--- src/tpuPkg.sv ---
//////////////////////////////////////////////////
// Shared types for the integer add/subtract lane
// Word, register index and opcode definitions
//////////////////////////////////////////////////

package tpuPkg;

	//////////////////////////////////////////////////
	// Data word
	//////////////////////////////////////////////////
	localparam int dataWidth = 32;

	typedef logic [dataWidth-1:0] dataT;

	//////////////////////////////////////////////////
	// Register files
	//////////////////////////////////////////////////
	localparam int numRegs = 16;
	localparam int indexWidth = $clog2(numRegs);

	typedef logic [indexWidth-1:0] indexT;

	//////////////////////////////////////////////////
	// Opcodes
	//////////////////////////////////////////////////
	// Bit zero set selects subtraction
	typedef enum logic [0:0] {
		opAdd = 1'b0,
		opSub = 1'b1
	} opCodeT;

endpackage

--- src/ringBuffCtrl.sv ---
//////////////////////////////////////////////////
// Ring buffer controller
// Pointers and entry count for any depth of two or more
//////////////////////////////////////////////////

module ringBuffCtrl #(
	parameter int numEntry = 5
)(
	input  logic                          clock,
	input  logic                          reset,
	input  logic                          we,     // Push, caller checks full
	input  logic                          re,     // Pop, caller checks empty
	output logic [$clog2(numEntry)-1:0]   wAddr,
	output logic [$clog2(numEntry)-1:0]   rAddr,
	output logic                          full,
	output logic                          empty,
	output logic [$clog2(numEntry+1)-1:0] num     // Entries held
);

	localparam int addrWidth = $clog2(numEntry);
	localparam int countWidth = $clog2(numEntry + 1);
	localparam logic [addrWidth-1:0] lastAddr = addrWidth'(numEntry - 1);
	localparam logic [countWidth-1:0] maxCount = countWidth'(numEntry);

	// Status from the count, so the depth need not be a power of two
	assign full = (num == maxCount);
	assign empty = (num == '0);

	// Write pointer, wraps after the last entry
	always_ff @(posedge clock) begin
		if (reset) begin
			wAddr <= '0;
		end else if (we) begin
			wAddr <= (wAddr == lastAddr) ? '0 : wAddr + 1'b1;
		end
	end

	// Read pointer
	always_ff @(posedge clock) begin
		if (reset) begin
			rAddr <= '0;
		end else if (re) begin
			rAddr <= (rAddr == lastAddr) ? '0 : rAddr + 1'b1;
		end
	end

	always_ff @(posedge clock) begin
		if (reset) begin
			num <= '0;
		end else begin
			case ({we, re})
				2'b10:   num <= num + 1'b1;
				2'b01:   num <= num - 1'b1;
				default: num <= num;   // Idle, or push and pop together
			endcase
		end
	end

endmodule

--- src/addUnit.sv ---
//////////////////////////////////////////////////
// Integer add/subtract unit
// Results and destinations queued in a ring buffer
//////////////////////////////////////////////////

module addUnit
	import tpuPkg::*;
#(
	parameter int depthPipe = 5
)(
	input  logic   clock,
	input  logic   reset,
	input  logic   issueEn,      // One pulse per command
	input  dataT   issueData1,   // Operand A
	input  dataT   issueData2,   // Operand B
	input  opCodeT issueOpCode,
	input  indexT  issueDst,
	input  logic   drainStall,   // Consumer holds the drain
	output logic   almostFull,
	output logic   resValid,     // Entry popped this cycle
	output dataT   resData,
	output indexT  resDst
);

	localparam int addrWidth = $clog2(depthPipe);
	localparam int countWidth = $clog2(depthPipe + 1);
	localparam logic [countWidth-1:0] almostLevel = countWidth'(depthPipe - 1);

	logic                  isSub;
	dataT                  result;
	logic                  we;
	logic                  re;
	logic [addrWidth-1:0]  wAddr;
	logic [addrWidth-1:0]  rAddr;
	logic                  full;
	logic                  empty;
	logic [countWidth-1:0] num;

	dataT  pipeData [depthPipe];
	indexT pipeDst  [depthPipe];

	//////////////////////////////////////////////////
	// Datapath
	//////////////////////////////////////////////////
	assign isSub = (issueOpCode == opSub);
	assign result = isSub ? issueData1 - issueData2 : issueData1 + issueData2;   // Wraps mod 2^32

	//////////////////////////////////////////////////
	// Result queue
	//////////////////////////////////////////////////
	assign we = issueEn & ~full;
	assign re = ~empty & ~drainStall;

	// Leaves room for the command already sitting in the issue register
	assign almostFull = (num >= almostLevel);

	always_ff @(posedge clock) begin
		if (we) begin
			pipeData[wAddr] <= result;
			pipeDst[wAddr] <= issueDst;
		end
	end

	assign resValid = re;
	assign resData = pipeData[rAddr];
	assign resDst = pipeDst[rAddr];

	ringBuffCtrl #(
		.numEntry (depthPipe)
	) i_ringCtrl (
		.clock (clock),
		.reset (reset),
		.we    (we),
		.re    (re),
		.wAddr (wAddr),
		.rAddr (rAddr),
		.full  (full),
		.empty (empty),
		.num   (num)
	);

endmodule

--- src/issueUnit.sv ---
//////////////////////////////////////////////////
// Issue unit
// Operand register file and one-deep command issue
//////////////////////////////////////////////////

module issueUnit
	import tpuPkg::*;
(
	input  logic   clock,
	input  logic   reset,
	input  logic   loadEn,       // External operand load
	input  indexT  loadIndex,
	input  dataT   loadData,
	input  logic   cmdValid,     // Single-cycle command strobe
	input  opCodeT cmdOpCode,
	input  indexT  cmdSrcA,
	input  indexT  cmdSrcB,
	input  indexT  cmdDst,
	input  logic   almostFull,   // From the add unit buffer
	output logic   busy,
	output logic   issueEn,
	output dataT   issueData1,
	output dataT   issueData2,
	output opCodeT issueOpCode,
	output indexT  issueDst
);

	logic accept;

	dataT opRegs [numRegs];

	// Commands while busy are dropped, the driver must watch busy
	assign busy = almostFull;
	assign accept = cmdValid & ~busy;

	//////////////////////////////////////////////////
	// Operand register file
	//////////////////////////////////////////////////
	always_ff @(posedge clock) begin
		if (reset) begin
			for (int i = 0; i < numRegs; i++) begin
				opRegs[i] <= '0;
			end
		end else if (loadEn) begin
			opRegs[loadIndex] <= loadData;
		end
	end

	//////////////////////////////////////////////////
	// Issue register
	//////////////////////////////////////////////////
	always_ff @(posedge clock) begin
		if (reset) begin
			issueEn <= 1'b0;
		end else begin
			issueEn <= accept;   // One cycle per accepted command
		end
	end

	// Sources read before a same-edge load lands
	always_ff @(posedge clock) begin
		if (accept) begin
			issueData1 <= opRegs[cmdSrcA];
			issueData2 <= opRegs[cmdSrcB];
			issueOpCode <= cmdOpCode;
			issueDst <= cmdDst;
		end
	end

endmodule

--- src/writebackUnit.sv ---
//////////////////////////////////////////////////
// Writeback unit
// Result register file, completion count, read port
//////////////////////////////////////////////////

module writebackUnit
	import tpuPkg::*;
(
	input  logic        clock,
	input  logic        reset,
	input  logic        hold,         // External drain hold
	input  logic        resValid,
	input  dataT        resData,
	input  indexT       resDst,
	input  indexT       readIndex,
	output logic        drainStall,
	output dataT        readData,
	output logic [15:0] doneCount
);

	dataT resRegs [numRegs];

	// Hold takes effect one cycle late
	always_ff @(posedge clock) begin
		if (reset) begin
			drainStall <= 1'b0;
		end else begin
			drainStall <= hold;
		end
	end

	//////////////////////////////////////////////////
	// Result register file
	//////////////////////////////////////////////////
	always_ff @(posedge clock) begin
		if (reset) begin
			for (int i = 0; i < numRegs; i++) begin
				resRegs[i] <= '0;
			end
		end else if (resValid) begin
			resRegs[resDst] <= resData;   // Arrives in issue order
		end
	end

	// Completion counter
	always_ff @(posedge clock) begin
		if (reset) begin
			doneCount <= '0;
		end else if (resValid) begin
			doneCount <= doneCount + 1'b1;   // Free running wrap
		end
	end

	assign readData = resRegs[readIndex];

endmodule

--- src/addLane.sv ---
//////////////////////////////////////////////////
// Add/subtract lane top level
// Issue, add unit buffer and writeback in a row
//////////////////////////////////////////////////

module addLane
	import tpuPkg::*;
#(
	parameter int depthPipe = 5
)(
	input  logic        clock,
	input  logic        reset,
	// Operand load port
	input  logic        loadEn,
	input  indexT       loadIndex,
	input  dataT        loadData,
	// Command port
	input  logic        cmdValid,
	input  opCodeT      cmdOpCode,
	input  indexT       cmdSrcA,
	input  indexT       cmdSrcB,
	input  indexT       cmdDst,
	input  logic        hold,
	input  indexT       readIndex,
	output logic        busy,
	output dataT        readData,
	output logic [15:0] doneCount
);

	// Issue to add unit
	logic   issueEn;
	dataT   issueData1;
	dataT   issueData2;
	opCodeT issueOpCode;
	indexT  issueDst;
	logic   almostFull;

	// Add unit to writeback
	logic  resValid;
	dataT  resData;
	indexT resDst;
	logic  drainStall;

	issueUnit i_issue (
		.clock       (clock),
		.reset       (reset),
		.loadEn      (loadEn),
		.loadIndex   (loadIndex),
		.loadData    (loadData),
		.cmdValid    (cmdValid),
		.cmdOpCode   (cmdOpCode),
		.cmdSrcA     (cmdSrcA),
		.cmdSrcB     (cmdSrcB),
		.cmdDst      (cmdDst),
		.almostFull  (almostFull),
		.busy        (busy),
		.issueEn     (issueEn),
		.issueData1  (issueData1),
		.issueData2  (issueData2),
		.issueOpCode (issueOpCode),
		.issueDst    (issueDst)
	);

	addUnit #(
		.depthPipe (depthPipe)
	) i_add (
		.clock       (clock),
		.reset       (reset),
		.issueEn     (issueEn),
		.issueData1  (issueData1),
		.issueData2  (issueData2),
		.issueOpCode (issueOpCode),
		.issueDst    (issueDst),
		.drainStall  (drainStall),
		.almostFull  (almostFull),
		.resValid    (resValid),
		.resData     (resData),
		.resDst      (resDst)
	);

	writebackUnit i_writeback (
		.clock      (clock),
		.reset      (reset),
		.hold       (hold),
		.resValid   (resValid),
		.resData    (resData),
		.resDst     (resDst),
		.readIndex  (readIndex),
		.drainStall (drainStall),
		.readData   (readData),
		.doneCount  (doneCount)
	);

endmodule

--- config.mk ---
export PLATFORM = sky130hd
export DESIGN_NAME = addLane
export DESIGN_NICKNAME = d
export VERILOG_FILES = /design/src/tpuPkg.sv /design/src/ringBuffCtrl.sv /design/src/addUnit.sv /design/src/issueUnit.sv /design/src/writebackUnit.sv /design/src/addLane.sv
export SDC_FILE = /design/constraint.sdc
export NUM_CORES = 2
export LEC_CHECK = 0
export ABC_AREA = 1
export BUFFER_PORTS_ARGS = -buffer_cell sky130_fd_sc_hd__buf_2
export CAP_MARGIN = 10
export CORE_MARGIN = 3
export CORE_UTILIZATION = 25
export CTS_BUF_LIST = sky130_fd_sc_hd__clkbuf_16
export DETAILED_ROUTE_END_ITERATION = 7
export PLACE_DENSITY = 0.5
export SETUP_SLACK_MARGIN = 0.4
export SYNTH_ARGS = -nofsm -noshare
export SYNTH_HDL_FRONTEND = slang
export SYNTH_SLANG_ARGS = --single-unit
export TNS_END_PERCENT = 30
--- constraint.sdc ---
create_clock -name clock -period 6.8 [get_ports clock]
set_input_delay 1.02 -clock clock [delete_from_list [all_inputs] [get_ports clock]]
set_output_delay 1.02 -clock clock [all_outputs]
set_load 0.005 [all_outputs]
==> flow_summary.ini <==
[timing]
final_hold_viol_count = 0
clock.fmax_mhz = 217
fin_tns_setup_ps = 0
grt_setup_unrepaired = false
setup_viol = 0
min_period_ps = 4610
finalCritPeriodShare = 0.678
relSlewSlack = 0.166
worst_slew_pin_slew_ps = 1250
slew_violations = 0
fin_skew_ps = 29.8

[logic_synthesis]
synth_top_family_by_area = simple AND/OR/NAND/NOR gates
yosys_warnings = 0
synth_mux_area_frac = 0
synth_top_cell_area_share = 0.586
synth_edf_count = 1273
syn_nets = 6711
ys_async_sr_fraction = 0
synth_seq_cells = 1303
synth_fa_ha_area_frac = 0.00790
synthCells = 6613
synth-xor-area-share = 0.00604
synth_compound_area_frac = 0.130
ys_types = 43
synthFlopType = edfxtp_1
synth_area_um2 = 65200
synth_area_leader_cell = edfxtp_1
seq_area_frac_synth = 0.595
yosys.area_share.simple = 0.191
syn_area_per_cell_um2 = 9.86
yosys-top-cells-area = edfxtp_1, nor2_1, o21ai_0

[flow_run]
max_cap_viol_count = 0

[cts]
htree_levels = 4
clock_path_buffers = 3
cts_buffers = 146
cts-root-buf = clkbuf_16
cts_resized = 0
hold_buffers = 0
cts_tree = built
clk_pin_slew_ps = 60
insertion_delay_ps = 800
postCtsSetupRepairBufs = 0
cts_sinks = 1303

[power]
leakage_nw = 26.6
power-per-cell-area_nw_per_um2 = 326
vdd_ir_drop_max_v = 0.000242

[grt]
grt_pass1_wl_um = 307000
grt_pass1_vias = 47400
antenna_found_initial = 13
grt-ovfl-total = 0
grt_usage = 0.151
grt_max_degree = 194

[detailed_routing]
drt_iter0_drc = 5054
vias = 49300
drtPass1Iterations = 6
vias_per_cell = 4.97
routed_wl_um = 206000
ant_nets = 0
drc_errors = 0
avgRoutedWirePerCell_um = 20.8

[critical_path]
critPathArrivalTime_ps = 3590
cp-start-kind = input port
critPathMaxFanout = 66
cp.required_ps = 5780
crit_type = in -> out
end_kind = output pin

[layout]
drive_above_1_share = 0.103
final_util = 0.282
stdcell_area_um2 = 72800
nets = 6500
syn_to_final_growth_pct = 11.7

[floorplanning]
io_pins = 107
die_y_um = 517
dieArea_um2 = 267000
rows = 186
core_area_um2 = 258000
initial_core_util = 0.253
die_w_um = 517

[placement]
gp_congestion = 0.854
numPortBuffers = 106
dpl_cell_area_um2 = 68300
dpl.hpwl_um = 116000

[status]
outcome = completed

[min_path]
min_path_type = in -> reg
-- final cells by class --
| type | count | area [um2] |
|---|---|---|
| inverters | 477 | 1800 |
| diodes | 1 | 2.50 |
| multi-input cells | 4283 | 22100 |
| flip-flops and latches | 1303 | 38800 |
| clock inverters | 118 | 888 |
| well taps | 3384 | 4230 |
| clock buffers | 146 | 3650 |
| repair buffers | 191 | 1300 |
| fillers | 26900 | 185000 |
-- flip-flops by register name, indices dropped and copies added, names as in the netlist, named ones only --
register / flops
i_writeback.resRegs: 512
i_issue.issueData1: 32
i_add.pipeData: 160
i_issue.opRegs: 512
i_add.i_ringCtrl.num: 3
i_issue.issueDst: 4
i_add.i_ringCtrl.rAddr: 3
i_writeback.doneCount: 16
i_add.pipeDst: 20
i_issue.issueEn: 1
i_issue.issueOpCode: 1
i_add.i_ringCtrl.wAddr: 3
i_writeback.drainStall: 1
i_issue.issueData2: 32
-- final timing paths --
| kind | startpoint | endpoint | slack [ps] | cells after the start |
|---|---|---|---|---|
| worst min register to register | i_writeback.doneCount[13]$_SDFFE_PP0P_ | i_writeback.doneCount[13]$_SDFFE_PP0P_ | 500 | 2 |
| worst max register to register | flip-flop | i_writeback.resRegs[13][6]$_SDFFCE_PN0P_ | 2450 | 10 |
| worst min-delay path | cmdDst[2] | i_issue.issueDst[2]$_DFFE_PP_ | 400 | 1 |
| worst max-delay path | readIndex[1] | readData[24] | 2190 | 7 |
-- cell usage in the layout (no fill, tap or decap), types with 4 or more instances in the layout --
cell        count
o221ai_1      101
o22ai_2        31
clkinv_1       37
o21bai_1        4
nor3_1        113
o21a_1         32
nor2_1       1256
buf_2          97
xnor2_1         7
clkinvlp_4      4
nand3_1       480
inv_1         498
nor3_2        164
ha_1           38
nand4_1         9
xor2_1         38
nand2_4         8
a21oi_1       296
clkinv_16       6
o21ai_4         8
nand2_1       704
clkbuf_16     146
o21ai_1        28
dfxtp_1        28
buf_4          83
inv_2           8
nand2_2        44
inv_16          5
nand3_4         5
nand3b_1        5
bufinv_16       4
o22ai_1        27
buf_12          6
clkinv_2       25
o21ai_0       583
edfxtp_1     1273
o211ai_1      283
-- critical path, cell delays in order --
cell and delay [ps]:
buf_4 600, buf_4 800, o21ai_0 200, o221ai_1 280
o211ai_1 170, nand2_1 230, buf_2 170
-- stage by stage --
step | cells | total power [mW] | hold slack, ps | setup slack (ps)
after floorplan | 6613 | 14.7 | 444 | 2160
after global placement | 9638 | 16.2 | 466 | 2160
after detailed placement | 9638 | 16.3 | 490 | 2080
after CTS | 9902 | 23.9 | 331 | 2290
after global routing | 9902 | 24.9 | 346 | 2070
final | 9903 | 23.7 | 402 | 2190
-- kinds of logic (layout without fill, tap and decap cells) --
kind of cell | after synthesis | after routing
AO/OA/AOI/OAI | 1397 | 1397
other | 0 | 1
XOR/XNOR | 45 | 45
AND/OR/NAND/NOR | 2801 | 2801
flip-flops | 1303 | 1303
adder cells (fa/ha/maj) | 40 | 40
buffers and inverters | 1027 | 932
-- synth_stat cells (82+ instances only) --
| library cell | number |
|---|---|
| nor3_1 | 117 |
| nand3_1 | 482 |
| nor2_1 | 1257 |
| edfxtp_1 | 1273 |
| a21oi_1 | 296 |
| inv_1 | 469 |
| clkbuf_1 | 337 |
| o21ai_0 | 591 |
| buf_2 | 82 |
| nand2_1 | 744 |
| o211ai_1 | 283 |
| nor3_2 | 160 |
| o221ai_1 | 101 |
-- where the power goes --
group          switching [mW]  internal (mW)
Clock                    3.46           4.12
Sequential              0.290           9.90
Combinational            4.68           1.27
Total                    8.43           15.3
-- routing by layer --
layer  wire length (um)  vias to the layer above  GRT usage
met5                 13                        -          0
met4               5110                        2     0.0414
met2              96300                     1919      0.247
met3              15300                      332     0.0270
li1                   -                    22700          -
met1              89700                    24300      0.204
(Power assumes the default switching activity.)
